===== src/common/commit_consts.svh =====
`ifndef COMMIT_CONSTS_SVH
`define COMMIT_CONSTS_SVH

//////////////////////////////
// machine width
//////////////////////////////

// lanes per cycle for dispatch, completion and retire
`define RETIRE_WIDTH 3

//////////////////////////////
// reorder buffer
//////////////////////////////

// slot count, keep a power of two so tags wrap for free
`define ROB_DEPTH 16

//////////////////////////////
// datapath
//////////////////////////////

`define REG_IDX_W 5   // arch reg index, r0 reads as zero
`define XLEN 32       // data and pc width

`endif


===== src/common/commit_pkg.sv =====
`include "commit_consts.svh"

package commit_pkg;

    // slot index into the rob, wraps modulo depth
    typedef logic [$clog2(`ROB_DEPTH)-1:0] rob_tag_t;

    // occupancy or free count, needs one more bit than a tag
    typedef logic [$clog2(`ROB_DEPTH):0] rob_count_t;

    // 0..3 instructions in one group
    typedef logic [1:0] lane_count_t;

    //////////////////////////////
    // slot payloads
    //////////////////////////////

    // written at dispatch, 38 bits
    typedef struct packed {
        logic [`REG_IDX_W-1:0] dest;   // destination reg
        logic [`XLEN-1:0]      npc;    // pc of the next instruction
        logic                  halt;   // halt instruction
    } rob_info_t;

    // written at completion, 65 bits
    typedef struct packed {
        logic [`XLEN-1:0] value;       // result for the dest reg
        logic             mispredict;  // branch went the other way
        logic [`XLEN-1:0] target;      // restart pc on mispredict
    } rob_result_t;

    //////////////////////////////
    // status
    //////////////////////////////

    typedef enum logic {
        no_error = 1'b0,
        halted   = 1'b1
    } error_status_t;

endpackage


===== src/retire_format.sv =====
`timescale 1ns/1ns

`include "commit_consts.svh"

module retire_format (
    input  logic                                        clock,
    input  logic                                        reset,
    input  logic [`RETIRE_WIDTH-1:0]                    retire_valid,
    input  commit_pkg::rob_info_t [`RETIRE_WIDTH-1:0]   head_info,
    input  commit_pkg::rob_result_t [`RETIRE_WIDTH-1:0] head_result,
    output logic [`RETIRE_WIDTH-1:0]                    commit_valid,
    output logic [`RETIRE_WIDTH-1:0]                    commit_wr_en,
    output logic [`RETIRE_WIDTH-1:0][`REG_IDX_W-1:0]    commit_wr_idx,
    output logic [`RETIRE_WIDTH-1:0][`XLEN-1:0]         commit_wr_data,
    output logic [`RETIRE_WIDTH-1:0][`XLEN-1:0]         commit_npc,
    output commit_pkg::lane_count_t                     completed_insts,
    output commit_pkg::error_status_t                   error_status,
    output logic                                        squash_flag,
    output logic [`XLEN-1:0]                            squash_pc
);
    import commit_pkg::*;

    lane_count_t      retire_count;
    logic             retire_mispredict;  // at most one lane, always the last
    logic             retire_halt;
    logic [`XLEN-1:0] retire_target;

    // summarize the group leaving the head this cycle
    always_comb begin
        retire_count      = '0;
        retire_mispredict = 1'b0;
        retire_halt       = 1'b0;
        retire_target     = '0;
        for (int n = 0; n < `RETIRE_WIDTH; n++) begin
            if (retire_valid[n]) begin
                retire_count = retire_count + lane_count_t'(1);
                if (head_result[n].mispredict) begin
                    retire_mispredict = 1'b1;
                    retire_target     = head_result[n].target;
                end
                if (head_info[n].halt) begin
                    retire_halt = 1'b1;
                end
            end
        end
    end

    //////////////////////////////
    // commit stage, control
    //////////////////////////////

    always_ff @(posedge clock) begin
        if (reset) begin
            commit_valid    <= '0;
            commit_wr_en    <= '0;
            completed_insts <= '0;
            squash_flag     <= 1'b0;
            error_status    <= no_error;
        end else begin
            commit_valid    <= retire_valid;
            completed_insts <= retire_count;
            squash_flag     <= retire_mispredict;  // one cycle, rob_control clears on it
            for (int n = 0; n < `RETIRE_WIDTH; n++) begin
                commit_wr_en[n] <= retire_valid[n] && (head_info[n].dest != '0);  // skip r0
            end
            if (retire_halt) begin
                error_status <= halted;  // held until reset
            end
        end
    end

    //////////////////////////////
    // commit stage, payload
    //////////////////////////////

    always_ff @(posedge clock) begin
        for (int n = 0; n < `RETIRE_WIDTH; n++) begin
            commit_wr_idx[n]  <= head_info[n].dest;
            commit_wr_data[n] <= head_result[n].value;
            commit_npc[n]     <= retire_valid[n] ? head_info[n].npc : '0;  // zero on idle lanes
        end
        if (retire_mispredict) begin
            squash_pc <= retire_target;  // restart point for fetch
        end
    end

endmodule

===== config.mk =====
export PLATFORM = sky130hd
export DESIGN_NAME = retire_format
export DESIGN_NICKNAME = d
export VERILOG_FILES = /design/src/common/commit_pkg.sv /design/src/retire_format.sv
export VERILOG_INCLUDE_DIRS = /design/src /design/src/common
export SDC_FILE = /design/constraint.sdc
export NUM_CORES = 1
export LEC_CHECK = 0
export BUFFER_PORTS_ARGS = -buffer_cell sky130_fd_sc_hd__buf_2
export CAP_MARGIN = 10
export CORE_AREA = 3 3 217 219
export CTS_CLUSTER_SIZE = 24
export DETAILED_ROUTE_END_ITERATION = 10
export DIE_AREA = 0 0 220 222
export GPL_TIMING_DRIVEN = 0
export PLACE_DENSITY = 0.44
export SYNTH_ARGS = -nofsm -noshare
export SYNTH_HDL_FRONTEND = slang
export SYNTH_SLANG_ARGS = --single-unit

===== constraint.sdc =====
create_clock -name clock -period 2.25 [get_ports clock]
set_clock_uncertainty 0.2 [all_clocks]
set_input_delay 0.3375 -clock clock [delete_from_list [all_inputs] [get_ports clock]]
set_output_delay 0.3375 -clock clock [all_outputs]
set_load 0.1 [all_outputs]

Word-level counts from Yosys, hierarchy flattened --
Cells that the tools add are included.
Cells by class: add/sub/neg operators 2, muxes and demuxes 21, reductions and logical operators 6
Operator list (number):
- two-way mux 32 bit | 6
- nonzero test 5 bit | 3
- two-way mux 1 bit | 13
- adder 2 x 1 -> 2 bit (second input constant) | 2
- two-way mux 2 bit | 2
- logical AND 1 bit | 3
Word-level totals: register bits 249, output and inout port bits 249

Logic depth before layout (Yosys ltp) --
depth in word-level cells 6, gate-level depth with buffers 6, gate-level depth less buffers 5

Worst setup path before layout --
OpenSTA, ideal clock, no wires.
kind input to register, from in retire_valid[2], to reg squash_pc[0] (enable), library setup time 561 ps, arrival time 1597 ps, required time 1489 ps, path slack -108 ps, stages 5, cell sequence buf_6 nand2_2 buf_4 buf_2 nand3_1
On the way: word-level cells in the longest chain between the ends 1
RTL lines:
- from (decl) | line retire_format.sv:8 | input logic [`RETIRE_WIDTH-1:0] retire_valid,
- two-way mux 1 bit | line retire_format.sv:35 | if (retire_valid[n]) begin
- named net retire_mispredict | line retire_format.sv:24 | logic retire_mispredict;
- to (signal assigned) | line retire_format.sv:83 | squash_pc <= retire_target;
- to (decl) | line retire_format.sv:19 | output logic [`XLEN-1:0] squash_pc
The timed path passes the listed nets, and every way through them passes these cells. A chain may end at the register's enable or synchronous reset.

Worst setup path in the final report --
from in retire_valid[1], to reg squash_pc[2] (enable)
On the way: word-level cells in the longest chain between the ends 3
RTL lines:
- two-way mux 1 bit (*) | line retire_format.sv:35
- two-way mux 1 bit | line retire_format.sv:37 | if (head_result[n].mispredict) begin
- two-way mux 1 bit (*) | line retire_format.sv:35
- named net retire_mispredict | line retire_format.sv:24
Mark *: on every way through the listed nets, which the timed path passes. The rest lies on a longest branch.

==> impl_metrics.prom <==
# TYPE chip_impl_metric gauge
chip_impl_info{name="cts_root_buf",value="sky130_fd_sc_hd__clkbuf_16"} 1
chip_impl_metric{name="post_cts.repair.setup_buffers",unit=""} 0
chip_impl_metric{name="synthesis.nets",unit=""} 847
chip_impl_metric{name="numClockSinks",unit=""} 249
chip_impl_metric{name="finalNonFillerCells",unit=""} 2018
chip_impl_metric{name="drive_gt1_frac",unit=""} 0.444
chip_impl_info{name="timing_worst_setup_path_type",value="input port to flop"} 1
chip_impl_info{name="cts_tree",value="built"} 1
chip_impl_metric{name="detailedRoute.firstPassIterationCount",unit=""} 4
chip_impl_metric{name="fp-row-count",unit=""} 78
chip_impl_metric{name="cts_buffer_depth",unit=""} 3
chip_impl_metric{name="irDropWorstVdd",unit="uV"} 670
chip_impl_metric{name="worst_pin_slew",unit="ns"} 0.911
chip_impl_metric{name="report.final.setup_viol",unit=""} 0
chip_impl_metric{name="final.period_utilization",unit=""} 0.893
chip_impl_metric{name="floorplan.die_area",unit="sq um"} 48800
chip_impl_metric{name="critical_path_arrival",unit="ns"} 1.82
chip_impl_metric{name="num-fill-cells",unit=""} 4673
chip_impl_metric{name="pin_count",unit=""} 563
chip_impl_metric{name="h_tree_depth",unit=""} 1
chip_impl_metric{name="p_per_area",unit="nW/um^2"} 904
chip_impl_metric{name="detailed_place.area",unit="sq um"} 10500
chip_impl_metric{name="worst_hold_slack",unit="ns"} 0.0309
chip_impl_metric{name="clk_latency",unit="ns"} 0.55
chip_impl_metric{name="synthDistinctLibCells",unit=""} 24
chip_impl_metric{name="hpwl",unit="um"} 22900
chip_impl_metric{name="pin_count_of_the_biggest_net_entering_global_routing",unit=""} 33
chip_impl_info{name="start_kind",value="input port"} 1
chip_impl_metric{name="place_ws",unit="ns"} -0.372
chip_impl_metric{name="route.detailed.vias_per_inst",unit=""} 3.58
chip_impl_metric{name="num-nets-final",unit=""} 1711
chip_impl_metric{name="wire_length_of_the_first_global_routing_pass",unit="um"} 45200
chip_impl_metric{name="critPathMaxFanout",unit=""} 32
chip_impl_metric{name="syn_area_per_cell",unit="sq um"} 13.1
chip_impl_metric{name="maxClockFrequency",unit="MHz"} 498
chip_impl_metric{name="num_vias",unit=""} 7231
chip_impl_metric{name="relSlewSlack",unit=""} 0.392
chip_impl_metric{name="maxCapViolCount",unit=""} 0
chip_impl_metric{name="floorplan.initialDensity",unit=""} 0.153
chip_impl_metric{name="grt_overflow",unit=""} 0
chip_impl_metric{name="post_drt_wl_per_cell",unit="um"} 15.6
chip_impl_metric{name="drc",unit=""} 0
chip_impl_info{name="holdCritPathClass",value="input port to flop"} 1
chip_impl_metric{name="numCtsBuffers",unit=""} 28
chip_impl_metric{name="postLayoutSetupSlackWorst",unit="ns"} 0.240
chip_impl_info{name="status",value="completed"} 1
chip_impl_info{name="crit_path_end_kind",value="flop"} 1
chip_impl_metric{name="period_minus_slack",unit="ns"} 2.01
chip_impl_metric{name="timing.setup.tns",unit="ns"} 0
chip_impl_metric{name="hold_viol_final",unit=""} 0
chip_impl_metric{name="design_area",unit="sq um"} 14100
chip_impl_metric{name="buffers_on_ports",unit=""} 561
chip_impl_metric{name="synthCells",unit=""} 531
chip_impl_metric{name="first_global_vias",unit=""} 8000
chip_impl_metric{name="cp_data_required_time",unit="ns"} 2.06
chip_impl_metric{name="finalMaxSlewViolations",unit=""} 0
chip_impl_metric{name="fin_util",unit=""} 0.312
chip_impl_metric{name="drt-initial-drc-count",unit=""} 235
chip_impl_metric{name="synthesis.yosys.warnings",unit=""} 0
chip_impl_metric{name="synth_area",unit="sq um"} 6930
chip_impl_info{name="rsz0062_at_grt",value="false"} 1
chip_impl_metric{name="die_y",unit="um"} 222
chip_impl_metric{name="leakage_power_total",unit="nW"} 6.69
chip_impl_metric{name="clk_pin_slew",unit="ns"} 0.06
chip_impl_metric{name="finalWirelength",unit="um"} 31400
chip_impl_metric{name="syn2layout_area_growth",unit="%"} 104
chip_impl_metric{name="floorplan.die.width",unit="um"} 220
chip_impl_metric{name="seq_area_frac_synth",unit=""} 0.765
chip_impl_metric{name="power.total",unit="mW"} 12.8
chip_impl_metric{name="core",unit="sq um"} 45300
chip_impl_metric{name="grt_use_total",unit=""} 0.120
chip_impl_metric{name="globalplace.congestion",unit=""} 0.807
chip_impl_metric{name="ant_nets",unit=""} 0
chip_impl_metric{name="antenna_found_initial",unit=""} 5
chip_impl_metric{name="dpl.cell_count",unit=""} 1692
chip_impl_metric{name="synth_seq_cells",unit=""} 249
-- synthesized netlist by cell type --
library cell,instances,area share
sky130_fd_sc_hd__dfxtp_1,217,0.63
sky130_fd_sc_hd__and2_1,98,0.088
sky130_fd_sc_hd__nor2_1,36,0.019
sky130_fd_sc_hd__a31oi_1,33,0.030
sky130_fd_sc_hd__nand2_1,33,0.018
sky130_fd_sc_hd__edfxtp_1,32,0.14
sky130_fd_sc_hd__nand3_1,29,0.021
sky130_fd_sc_hd__clkbuf_1,13,0.0070
sky130_fd_sc_hd__buf_6,8,0.013
sky130_fd_sc_hd__buf_4,4,0.0043
sky130_fd_sc_hd__nand3_2,4,0.0058
sky130_fd_sc_hd__inv_1,3,0.0016
sky130_fd_sc_hd__o21a_1,3,0.0032
sky130_fd_sc_hd__or4_1,3,0.0032
sky130_fd_sc_hd__a21oi_1,2,0.0014
sky130_fd_sc_hd__buf_2,2,0.0014
sky130_fd_sc_hd__buf_8,2,0.0043
sky130_fd_sc_hd__ha_1,2,0.0036
sky130_fd_sc_hd__nand2_2,2,0.0018
sky130_fd_sc_hd__a22oi_1,1,0.0011
sky130_fd_sc_hd__buf_12,1,0.0029
sky130_fd_sc_hd__mux2i_1,1,0.0014
sky130_fd_sc_hd__nor2b_1,1,0.00090
sky130_fd_sc_hd__xnor2_1,1,0.0013
-- cells in the final DEF (no fill, tap or decap), types with 28 or more instances in the layout --
cell	Yosys	layout
sky130_fd_sc_hd__a31oi_1	33	33
sky130_fd_sc_hd__and2_1	98	98
sky130_fd_sc_hd__buf_2	2	563
sky130_fd_sc_hd__clkbuf_16	0	30
sky130_fd_sc_hd__dfxtp_1	217	217
sky130_fd_sc_hd__dlygate4sd3_1	0	273
sky130_fd_sc_hd__edfxtp_1	32	32
sky130_fd_sc_hd__nand2_1	33	33
sky130_fd_sc_hd__nand3_1	29	28
sky130_fd_sc_hd__nor2_1	36	36
-- power by group --
part / internal, mW / switching [mW]
Sequential: 4.81 / 0.0709
Combinational: 0.834 / 2.65
Clock: 2.58 / 1.82
-- cell families (layout without fill, tap and decap cells) --
group           count (synthesis)  in the layout  share of synthesized area
flops                         249            249                      0.765
simple gates                  206            206                      0.158
compound gates                 39             39                     0.0355
buf+inv                        33            917                     0.0346
fa+ha+maj                       2              2                    0.00361
xor+xnor                        1              1                    0.00126
mux                             1              1                    0.00144
other cells                     0              3                          0
-- state kept, by name (all words and copies together) (netlist names) --
register         cells
commit_wr_idx       15
commit_wr_en         3
commit_wr_data      96
error_status         1
completed_insts      2
squash_flag          1
commit_npc          96
squash_pc           32
commit_valid         3
-- critical path, stage by stage --
cell and delay (ns):
sky130_fd_sc_hd__buf_2 0.10, sky130_fd_sc_hd__buf_4 0.16, sky130_fd_sc_hd__nand2_2 0.21, sky130_fd_sc_hd__buf_4 0.27, sky130_fd_sc_hd__nand3_2 0.72
-- per-layer routing --
metal,share of wire,global-route usage,vias up
met5,0.00086,0,-
met3,0.097,0.0417,70
met1,0.36,0.122,3279
li1,-,-,3470
met4,0.036,0.0415,4
met2,0.50,0.224,408
-- path summary, 6_finish.rpt --
kind / from / endpoint / slack (ns) / cells after the start
worst max-delay path: retire_valid[1] / squash_pc[2]$_DFFE_PP_ / 0.24 / 5
worst min-delay path: head_result[158] / squash_pc[28]$_DFFE_PP_ / 0.03 / 3
worst max register to register: error_status$_SDFFE_PP0P_ / error_status$_SDFFE_PP0P_ / 0.86 / 3
worst min register to register: error_status$_SDFFE_PP0P_ / error_status$_SDFFE_PP0P_ / 0.87 / 3
-- final cells by class --
class,instances,area (sq um),share of cell area
timing repair buffer,834,5540,0.392
sequential,249,5310,0.375
clock inverter,8,47.5,0.00336
buffer,30,229,0.0162
inverter,3,11.3,0.000797
clock buffer,42,846,0.0599
multi-input combinational,249,1390,0.0986
tap,600,751,0.0531
antenna,3,7.51,0.000531
-- timing repair --
item,4_1_cts,5_1_grt
resized for setup,0,0
endpoints found under the hold margin,245,0
hold buffers,273,0
Power figures use the tool's default switching activity.
