[config.mk]
export PLATFORM = sky130hd
export DESIGN_NAME = rob_control
export DESIGN_NICKNAME = d
export VERILOG_FILES = /design/src/common/commit_pkg.sv /design/src/rob/rob_control.sv
export VERILOG_INCLUDE_DIRS = /design/src /design/src/common
export SDC_FILE = /design/constraint.sdc
export NUM_CORES = 1
export LEC_CHECK = 0
export BUFFER_PORTS_ARGS = -buffer_cell sky130_fd_sc_hd__clkbuf_2
export CAP_MARGIN = 25
export CORE_MARGIN = 1
export CORE_UTILIZATION = 45
export DETAILED_ROUTE_END_ITERATION = 10
export PLACE_DENSITY = 0.74
export SLEW_MARGIN = 20
export SYNTH_ARGS = -nofsm -noshare
export SYNTH_HDL_FRONTEND = slang
export SYNTH_SLANG_ARGS = --single-unit
[constraint.sdc]
create_clock -name clock -period 11.1 [get_ports clock]
set_input_delay 2.22 -clock clock [delete_from_list [all_inputs] [get_ports clock]]
set_output_delay 2.22 -clock clock [all_outputs]
set_load 0.02 [all_outputs]
[src/common/commit_consts.svh]
`ifndef COMMIT_CONSTS_SVH
`define COMMIT_CONSTS_SVH

//////////////////////////////
// machine width
//////////////////////////////

// lanes per cycle for dispatch, completion and retire
`define RETIRE_WIDTH 3

//////////////////////////////
// reorder buffer
//////////////////////////////

// slot count, keep a power of two so tags wrap for free
`define ROB_DEPTH 16

//////////////////////////////
// datapath
//////////////////////////////

`define REG_IDX_W 5   // arch reg index, r0 reads as zero
`define XLEN 32       // data and pc width

`endif

[src/common/commit_pkg.sv]
`include "commit_consts.svh"

package commit_pkg;

    // slot index into the rob, wraps modulo depth
    typedef logic [$clog2(`ROB_DEPTH)-1:0] rob_tag_t;

    // occupancy or free count, needs one more bit than a tag
    typedef logic [$clog2(`ROB_DEPTH):0] rob_count_t;

    // 0..3 instructions in one group
    typedef logic [1:0] lane_count_t;

    //////////////////////////////
    // slot payloads
    //////////////////////////////

    // written at dispatch, 38 bits
    typedef struct packed {
        logic [`REG_IDX_W-1:0] dest;   // destination reg
        logic [`XLEN-1:0]      npc;    // pc of the next instruction
        logic                  halt;   // halt instruction
    } rob_info_t;

    // written at completion, 65 bits
    typedef struct packed {
        logic [`XLEN-1:0] value;       // result for the dest reg
        logic             mispredict;  // branch went the other way
        logic [`XLEN-1:0] target;      // restart pc on mispredict
    } rob_result_t;

    //////////////////////////////
    // status
    //////////////////////////////

    typedef enum logic {
        no_error = 1'b0,
        halted   = 1'b1
    } error_status_t;

endpackage

[src/rob/rob_control.sv]
`timescale 1ns/1ns

`include "commit_consts.svh"

module rob_control (
    input  logic                                     clock,
    input  logic                                     reset,
    input  logic [`RETIRE_WIDTH-1:0]                 dispatch_valid,
    input  logic [`RETIRE_WIDTH-1:0]                 complete_valid,
    input  commit_pkg::rob_tag_t [`RETIRE_WIDTH-1:0] complete_tag,
    input  logic [`RETIRE_WIDTH-1:0]                 head_info_halt,         // per head slot
    input  logic [`RETIRE_WIDTH-1:0]                 head_result_mispredict, // per head slot
    input  logic                                     halted,  // sticky, from retire_format
    input  logic                                     squash,  // registered, from retire_format
    output commit_pkg::rob_count_t                   free_slots,
    output commit_pkg::rob_tag_t                     dispatch_tag,
    output logic [`RETIRE_WIDTH-1:0]                 dispatch_we,
    output commit_pkg::rob_tag_t                     head_tag,
    output logic [`RETIRE_WIDTH-1:0]                 retire_valid
);
    import commit_pkg::*;

    rob_tag_t                        head;       // oldest slot
    rob_tag_t                        tail;       // next slot to hand out
    rob_count_t                      count;      // occupied slots
    logic [`ROB_DEPTH-1:0]           done;       // result written, one bit per slot

    rob_tag_t [`RETIRE_WIDTH-1:0]    head_slot;  // head + lane
    logic [`RETIRE_WIDTH-1:0]        slot_done;  // occupied and finished
    logic [`RETIRE_WIDTH-1:0]        stop;       // group must end after this lane
    rob_count_t                      n_dispatch;
    rob_count_t                      n_retire;

    assign free_slots   = rob_count_t'(`ROB_DEPTH) - count;  // 0 when full
    assign dispatch_tag = tail;
    assign head_tag     = head;                               // read base for both arrays

    //////////////////////////////
    // dispatch trim
    //////////////////////////////

    // lanes are contiguous from 0, so lane n fits if more than n slots are free
    always_comb begin
        for (int n = 0; n < `RETIRE_WIDTH; n++) begin
            dispatch_we[n] = dispatch_valid[n] && (free_slots > rob_count_t'(n)) && !squash;
        end
    end

    //////////////////////////////
    // retire selection
    //////////////////////////////

    always_comb begin
        for (int n = 0; n < `RETIRE_WIDTH; n++) begin
            head_slot[n] = head + rob_tag_t'(n);  // wraps
            // count check guards against stale done bits past the tail
            slot_done[n] = done[head_slot[n]] && (count > rob_count_t'(n));
            stop[n]      = head_info_halt[n] || head_result_mispredict[n];
        end
    end

    // longest run of done slots from the head
    // a mispredict or halt is the last lane taken
    always_comb begin
        retire_valid[0] = slot_done[0] && !halted && !squash;  // frozen once halted
        for (int n = 1; n < `RETIRE_WIDTH; n++) begin
            retire_valid[n] = retire_valid[n-1] && !stop[n-1] && slot_done[n];
        end
    end

    // lane counts for the pointer updates
    always_comb begin
        n_dispatch = '0;
        n_retire   = '0;
        for (int n = 0; n < `RETIRE_WIDTH; n++) begin
            n_dispatch = n_dispatch + rob_count_t'(dispatch_we[n]);
            n_retire   = n_retire + rob_count_t'(retire_valid[n]);
        end
    end

    //////////////////////////////
    // state update
    //////////////////////////////

    // squash arrives one cycle after the mispredict retired
    // everything younger is thrown away and tags restart at 0
    always_ff @(posedge clock) begin
        if (reset || squash) begin
            head  <= '0;
            tail  <= '0;
            count <= '0;
            done  <= '0;
        end else begin
            head  <= head + rob_tag_t'(n_retire);
            tail  <= tail + rob_tag_t'(n_dispatch);
            count <= count + n_dispatch - n_retire;
            for (int n = 0; n < `RETIRE_WIDTH; n++) begin
                if (retire_valid[n]) begin
                    done[head_slot[n]] <= 1'b0;  // slot free for reuse
                end
                // completion never targets a slot retiring this cycle
                if (complete_valid[n]) begin
                    done[complete_tag[n]] <= 1'b1;
                end
            end
        end
    end

endmodule

---- Word level (Yosys, flattened, before mapping) ----
Cells that the tools add are included.
storage, ports and cells
  bits in latches ......................... 0
  register bits ........................... 29
  memory bits (writable) .................. 0
  ROM bits ................................ 0
  logic and storage cells ................. 99
  output and inout port bits .............. 19
  input bits .............................. 28
  memories kept ........................... 0
cells by class
  $lt $le $gt $ge ......................... 18
  shifts and indexed selects .............. 0
  reduce and logical (&&, ||, !) cells .... 28
  div/mod/pow operators ................... 0
  bitwise logic cells ..................... 9
  multiply operators ...................... 0
  add/sub/neg operators ................... 11
  muxes and demuxes ....................... 29
  equal/unequal tests ..................... 0
operators with widths
  cell                                                            count
  two-way mux 16 bit                                              11
  AND 16 bit                                                      3
  NOT 16 bit                                                      3
  bitwise OR 16 bit                                               3
  less-than comparator 4 x 5 -> 1 bit (second input constant)     6
  demux 1 bit (select 4 bit)                                      6
  >= comparator 4 x 1 -> 1 bit (second input constant)            6
  logical AND 1 bit                                               21
  greater-than comparator 5 x 1 -> 1 bit (second input constant)  4
  binary-select mux 1 bit (select 4 bit)                          3
  greater-than comparator 5 x 2 -> 1 bit (second input constant)  2
  two-way mux 1 bit                                               9
  adder 4 x 3 -> 4 bit                                            2
  adder 2 x 1 -> 3 bit                                            2
  adder 5 x 3 -> 5 bit                                            1
  subtractor 5 x 3 -> 5 bit                                       1
  subtractor 5 bit (first input constant)                         1
  adder 1 x 1 -> 2 bit                                            2
  adder 4 x 1 -> 4 bit (second input constant)                    1
  adder 4 x 2 -> 4 bit (second input constant)                    1
  zero test 1 bit                                                 4
  logical OR 1 bit                                                3

---- Logic depth before layout (Yosys ltp) ----
Gate-level depths: netlist (run 1).
  word-level depth ........................ 22
  mapped depth ............................ 22

---- Worst setup path before layout (run 1) ----
OpenSTA, ideal clock, no wires.
  path kind ............................... input to output
  start point ............................. input port halted
  end point ............................... output port retire_valid[2]
  stages on the path ...................... 4
  required time ........................... 8.880 ns
  arrival time ............................ 3.452 ns
  path slack .............................. 5.428 ns
  cell sequence ........................... nor3_1 and2_1 nor4bb_1 buf_2
between the ends
  word-level cells in the longest chain between the ends .. 7
ends and longest elaborated chain
  what                            line               source
  start: declaration              rob_control.sv:13  input logic halted,
  zero test 1 bit                 rob_control.sv:65  retire_valid[0] = slot_done[0] && !halted && !squash;
  logical AND 1 bit (2 in a row)  rob_control.sv:65
  logical AND 1 bit (4 in a row)  rob_control.sv:67  retire_valid[n] = retire_valid[n-1] && !stop[n-1] && slot_done[n];
  end: declaration                rob_control.sv:19  output logic [`RETIRE_WIDTH-1:0] retire_valid
Every way passes these cells.

---- Worst setup path in the final report (run 1) ----
  start point ............................. input port head_result_mispredict[0]
  end point ............................... output port retire_valid[2]
between the ends
  word-level cells in the longest chain between the ends .. 6
ends and longest elaborated chain
  what                            line               source
  start: declaration              rob_control.sv:12  input logic [`RETIRE_WIDTH-1:0] head_result_mispredict,
  logical OR 1 bit                rob_control.sv:58  stop[n] = head_info_halt[n] || head_result_mispredict[n];
  zero test 1 bit                 rob_control.sv:67
  logical AND 1 bit (4 in a row)  rob_control.sv:67
Every way passes these cells.

==> results.yml, run 1 <==
setup_path:
  worstSetupEndpointType: "output port"
  slowest_delay_ns: 0.59
  path_class: "input port to output port"
  crit_path_frequent_cell: "clkbuf_2"
  crit_chain: "clkbuf_2 -> a2111oi_2 -> and2_1 -> nor4bb_1 -> buf_4 -> clkbuf_2"
  r2r_end: "count[4]$_SDFF_PP0_"
  cp.required_ns: 8.88
  start_kind: "input port"
  r2r.worst_path.cells: 19
  worstPathArrival_ns: 3.86
  crit_fanout: 7
  ff2ff_setup_slack_ns: 6.35
  r2r_start: "head_tag[1]$_SDFF_PP0_"
  slowest_stage: "a2111oi_2"
floorplanning:
  fp-row-count: 30
  fp.coreArea_um2: 6790
  io_pins: 47
  initial_core_util_pct: 46.6
  dieWidth_um: 85.9
  die_h_um: 85.9
  dieArea_um2: 7380
layout:
  area_growth_pct: 10.5
  drive_above_1_share_pct: 19.3
  finish.utilization_pct: 51.5
  n_antenna_cell: 0
  fin_nets: 470
  instances_no_fill: 511
status:
  status: "finished, final reports clean"
sta:
  worst_slack_ns: 5.02
  slew-limit-headroom_pct: 45.5
  period_needed_ns: 6.08
  fin_crit_sh_pct: 54.8
  setup_violations: 0
  rsz0062_at_grt: "false"
  finalSetupTns_ns: 0
  finalHoldViolCount: 0
  worstMarginPinSlew_ns: 0.814
  fmax_ghz: 0.164
  finalMaxSlewViolations: 0
  finClkSkew_ns: 0.0149
yosys:
  syn_inst: 383
  synth_area_um2: 3170
  synth-seq-cells: 29
  avgSynthCellArea_um2: 8.27
  yosys-top-cells-count: "nor2_1 (33), dfxtp_1 (29), inv_1 (27)"
  synth_most_common_cell: "nor2_1"
  synth_top_area_share_pct: 18.3
  yosys-top-cells-area: "dfxtp_1 (18%), ha_1 (8.7%), mux4_2 (5.0%)"
  ys_types: 70
  syn-num-nets: 439
  synth_top_cell_by_area: "dfxtp_1"
  synth-async-reset-ratio_pct: 0
  yosys_warnings: 0
  ys_seq_area_share_pct: 18.3
  synth_edf_count: 0
  synthFlopType: "dfxtp_1"
cts:
  cts_root_buf: "clkbuf_8"
  clkSlewWorstSetupHoldPaths_ns: 0.07
  cts_made_buffers: 5
  cts-hold-fix-buffers: 0
  htree_levels: 2
  clk_latency_ns: 0.30
  clock-sinks: 29
  cts.repair.resized: 0
  cts_tree: "built"
  clk_path_buf_depth: 2
  post-cts-setup-buffers: 0
grt:
  grt_max_degree: 22
  antenna_found_initial: 0
  grt_pass1_wl_um: 15400
  overflow: 0
  grt_usage_pct: 26.8
  grt_pass1_vias: 3036
placement:
  gp_congestion: 0.933
  io_buffers: 44
  place_inst: 503
  dp.final_hpwl_um: 7150
  place_ws_ns: 5.05
drt:
  num_vias: 3190
  wl_per_cell_um: 18.2
  drtIter0Drc: 403
  drt-total-wl_um: 9310
  drt_pass1_iterations: 5
  drc: 0
  viasPerCell: 6.24
  antenna_left: 0
min_path:
  worstHoldEndpoint: "dispatch_tag[3]$_SDFF_PP0_"
  min_path_cells: 2
  hp-start: "dispatch_tag[3]$_SDFF_PP0_"
  min_path_type: "register to register"
power_and_ir_drop:
  powerDensity_nw_per_um2: 124
  p_leak_nw: 1.43
  irDropWorstVdd_v: 0.0000513
run:
  maxCapViolCount: 0
[final cells by class]
cell class | instances | area, µm²
inverters | 28 | 105
multi-input cells | 303 | 2370
fillers | 633 | 3290
well taps | 96 | 120
clock inverters | 2 | 10.0
repair buffers | 47 | 243
clock buffers | 6 | 72.6
flip-flops and latches | 29 | 581
[per-stage QoR]
step	power [mW]	hold slack [ns]	area [µm²]
floorplan	0.285	0.514	3170
global placement	0.336	0.504	3420
detailed placement	0.346	0.506	3420
CTS	0.434	0.526	3500
global route	0.470	0.572	3500
finish	0.435	0.523	3500
[sequential cells by signal, indices dropped and copies added, names as in the netlist]
signal	cells
done	16
count	5
head_tag	4
dispatch_tag	4
[layout by cell type (no fill, tap or decap), types with 3 or more instances in the layout]
master and instances:
nor2_1 33, inv_1 27, and2_1 9, a21oi_1 9
nand2b_1 4, fa_1 6, mux4_2 7, a31oi_1 8
xnor2_1 9, nor3_1 7, nand4_1 9, clkbuf_2 44
nand3_1 22, dfxtp_1 29, and3b_1 7, o31ai_1 8
and3_1 10, clkbuf_8 5, a41o_1 5, nand2_1 26
o21ai_0 19, a221oi_1 3, nand3b_1 4, nor2b_1 8
or2_2 3, ha_1 22, nor3b_1 4, mux4_1 4
buf_4 3
[worst max-delay path: cells and delay by family]
family                 cells  cell delay, ns
AOI/OAI and AO/OA          1            0.59
and+or+nand+nor            2            0.56
buffers and inverters      3            0.50
[worst max path at each step]
| stage | cells after the start | endpoint | from |
|---|---|---|---|
| after global routing | 6 | retire_valid[2] | head_info_halt[1] |
| after global placement | 6 | retire_valid[2] | head_result_mispredict[0] |
| after CTS | 6 | retire_valid[2] | head_result_mispredict[0] |
| after floorplan | 4 | retire_valid[2] | halted |
| final | 6 | retire_valid[2] | head_result_mispredict[0] |
| after detailed placement | 6 | retire_valid[2] | head_result_mispredict[0] |
[logic make-up (layout without fill, tap and decap cells)]
| family | count (synthesis) | after routing | share of synthesized area [%] |
|---|---|---|---|
| AO/OA/AOI/OAI | 89 | 89 | 21.2 |
| buffers and inverters | 51 | 83 | 7.03 |
| XOR/XNOR | 12 | 12 | 3.55 |
| adder cells (fa/ha/maj) | 28 | 28 | 12.5 |
| multiplexers | 16 | 16 | 10.0 |
| flip-flops | 29 | 29 | 18.3 |
| AND/OR/NAND/NOR | 158 | 158 | 27.4 |
[per-layer routing]
| layer | vias to the layer above | GRT usage, % | wire length (µm) |
|---|---|---|---|
| li1 | 1485 | - | - |
| met1 | 1493 | 35.6 | 3950 |
| met2 | 183 | 44.2 | 4380 |
| met3 | 29 | 3.37 | 698 |
| met4 | 0 | 10.3 | 284 |
| met5 | - | 0 | 0 |
[where the power goes]
part	total, mW	switching (mW)	internal, mW
Sequential	0.125	0.0120	0.113
Combinational	0.219	0.130	0.0888
Clock	0.0910	0.0475	0.0435
Total	0.435	0.190	0.245
No activity file was read; power rests on OpenSTA's default activity.
==> run 2: changes to the inputs <==
--- a/config.mk
+++ b/config.mk
@@ -11,7 +11,7 @@
 export CORE_MARGIN = 1
 export CORE_UTILIZATION = 45
 export DETAILED_ROUTE_END_ITERATION = 10
-export PLACE_DENSITY = 0.74
+export PLACE_DENSITY = 0.77
 export SLEW_MARGIN = 20
 export SYNTH_ARGS = -nofsm -noshare
 export SYNTH_HDL_FRONTEND = slang
==> constraint.sdc (replaced) <==
create_clock -name clock -period 5.1 [get_ports clock]
set_input_delay 1.02 -clock clock [delete_from_list [all_inputs] [get_ports clock]]
set_output_delay 1.02 -clock clock [all_outputs]
set_load 0.02 [all_outputs]
==> run 2 against run 1 <==
  * Die area is the same
  * Global-route usage grew 0.52 points
  * Combinational power grew 120%
  * Sequential power grew 120%
  * Design area grew 1.3%
  * Clock-buffer cell count is the same
  * Critical path depth grew 13
  * Clock power grew 130%
  * Non-clock buffer count grew 4
==> results.yml, run 2 (synthesized netlist as in run 1, its figures left out) <==
layout:
  largest_reg_flops: 16
  n_antenna_cell: 0
  drive_above_1_share_pct: 20.3
  final_common_cell: "clkbuf_2"
  reg_top3: "done: 16 flops, count: 5 flops"
  final_cell_mix: "clkbuf_2 (44), nor2_1 (33), dfxtp_1 (29)"
  finish.utilization_pct: 52.2
  regMostFlops: "done"
  nFillCells: 657
  fin_nets: 474
  area_growth_pct: 11.9
drt:
  drc: 0
  viasPerCell: 6.37
  antenna_left: 0
  drt-total-wl_um: 9630
  num_vias: 3279
  wl_per_cell_um: 18.7
  drtIter0Drc: 367
  drt_pass1_iterations: 5
sta:
  fmax_ghz: 0.219
  finClkSkew_ns: 0.00489
  fin_crit_sh_pct: 89.6
  finalHoldViolCount: 0
  finalMaxSlewViolations: 0
  setup_violations: 0
  rsz0062_at_grt: "false"
  period_needed_ns: 4.57
  hold_slack_ns: 0.530
  finalSetupTns_ns: 0
  worst_slack_ns: 0.533
  worstMarginPinSlew_ns: 0.864
  slew-limit-headroom_pct: 42.1
cts:
  cts-hold-fix-buffers: 0
  clk_path_buf_depth: 2
  clock-sinks: 29
  post-cts-setup-buffers: 0
  cts_tree: "built"
  cts_made_buffers: 5
  cts_root_buf: "clkbuf_8"
  cts.repair.resized: 0
  htree_levels: 2
  clk_latency_ns: 0.29
  clkSlewWorstSetupHoldPaths_ns: 0.07
power_and_ir_drop:
  switchingPower_mw: 0.420
  seqPwrFrac_pct: 28.0
  p_leak_nw: 1.46
  combPwrFrac_pct: 50.3
  powerDensity_nw_per_um2: 274
  pwr-share-clk_pct: 21.7
  p_int_mw: 0.551
  finalPower_mw: 0.972
  irDropWorstVdd_v: 0.000164
  switching_share_pct: 43.3
grt:
  grt_max_degree: 22
  overflow: 0
  grt_pass1_wl_um: 15600
  antenna_found_initial: 0
  grt_pass1_vias: 3082
  grt_usage_pct: 27.3
placement:
  gp_congestion: 0.970
  dp.final_hpwl_um: 7470
  io_buffers: 44
  place_ws_ns: 0.551
floorplanning:
  dieArea_um2: 7380
  fp-row-count: 30
  dieWidth_um: 85.9
  fp.coreArea_um2: 6790
  io_pins: 47
  initial_core_util_pct: 46.6
  die_h_um: 85.9
status:
  status: "finished, final reports clean"
setup_path:
  crit_fanout: 6
  start_kind: "register"
  worstPathArrival_ns: 4.78
  path_class: "register to register"
  worstSetupEndpointType: "register"
  cp.required_ns: 5.31
min_path:
  min_path_type: "register to register"
run:
  maxCapViolCount: 0
## run 2: changes by cell type in the layout (fill, tap and decap cells not counted)
cell | before | now
clkinv_2 | 2 | 1
clkinv_4 | 0 | 1
clkbuf_8 | 5 | 6
clkbuf_1 | 1 | 0
buf_4 | 3 | 7
## run 2: final timing paths
path	from	endpoint	slack, ns	depth (start not counted)
max	count[2]$_SDFF_PP0_	count[4]$_SDFF_PP0_	0.53	19
min	dispatch_tag[3]$_SDFF_PP0_	dispatch_tag[3]$_SDFF_PP0_	0.53	2
max reg2reg	count[2]$_SDFF_PP0_	count[4]$_SDFF_PP0_	0.53	19
min reg2reg	dispatch_tag[3]$_SDFF_PP0_	dispatch_tag[3]$_SDFF_PP0_	0.53	2
## run 2: power by group through the flow
stage	clock network, mW	registers (mW)	logic [mW]
floorplan	0	0.276	0.345
global placement	0	0.276	0.464
detailed placement	0	0.278	0.484
CTS	0.213	0.272	0.488
global route	0.223	0.276	0.541
finish	0.211	0.272	0.489
## run 2: metal layers
metal / global-route usage (%) / vias up / part of all wire (%)
li1: - / 1492 / -
met1: 35.9 / 1564 / 42
met2: 43.2 / 193 / 47
met3: 4.14 / 30 / 7.8
met4: 14.4 / 0 / 3.3
met5: 0 / - / 0
## run 2: cell type report
cell class / instances / area (µm²) / share of cell area, %
multi-input combinational: 303 / 2370 / 66.9
sequential: 29 / 581 / 16.4
timing repair buffer: 51 / 273 / 7.69
tap: 96 / 120 / 3.39
inverter: 28 / 105 / 2.96
clock buffer: 6 / 82.6 / 2.33
clock inverter: 2 / 13.8 / 0.388
## run 2: stage by stage
step / cell area (µm²) / instances
final: 3550 / 515
after global routing: 3550 / 515
after global placement: 3450 / 507
after CTS: 3550 / 515
after floorplan: 3170 / 383
after detailed placement: 3450 / 507
## run 2: worst max-delay path, cell delays in order (launching register included)
cell and delay (ns):
dfxtp_1 0.46, inv_1 0.11, ha_1 0.24, and3b_1 0.19, a2111oi_2 0.65, and2_1 0.33, nor4bb_1 0.43, inv_2 0.06
fa_1 0.48, inv_1 0.06, ha_1 0.27, inv_1 0.04, ha_1 0.18, inv_1 0.07, fa_1 0.21, inv_1 0.05
a21oi_1 0.13, nor2_1 0.08, or3_1 0.30, a21oi_1 0.15
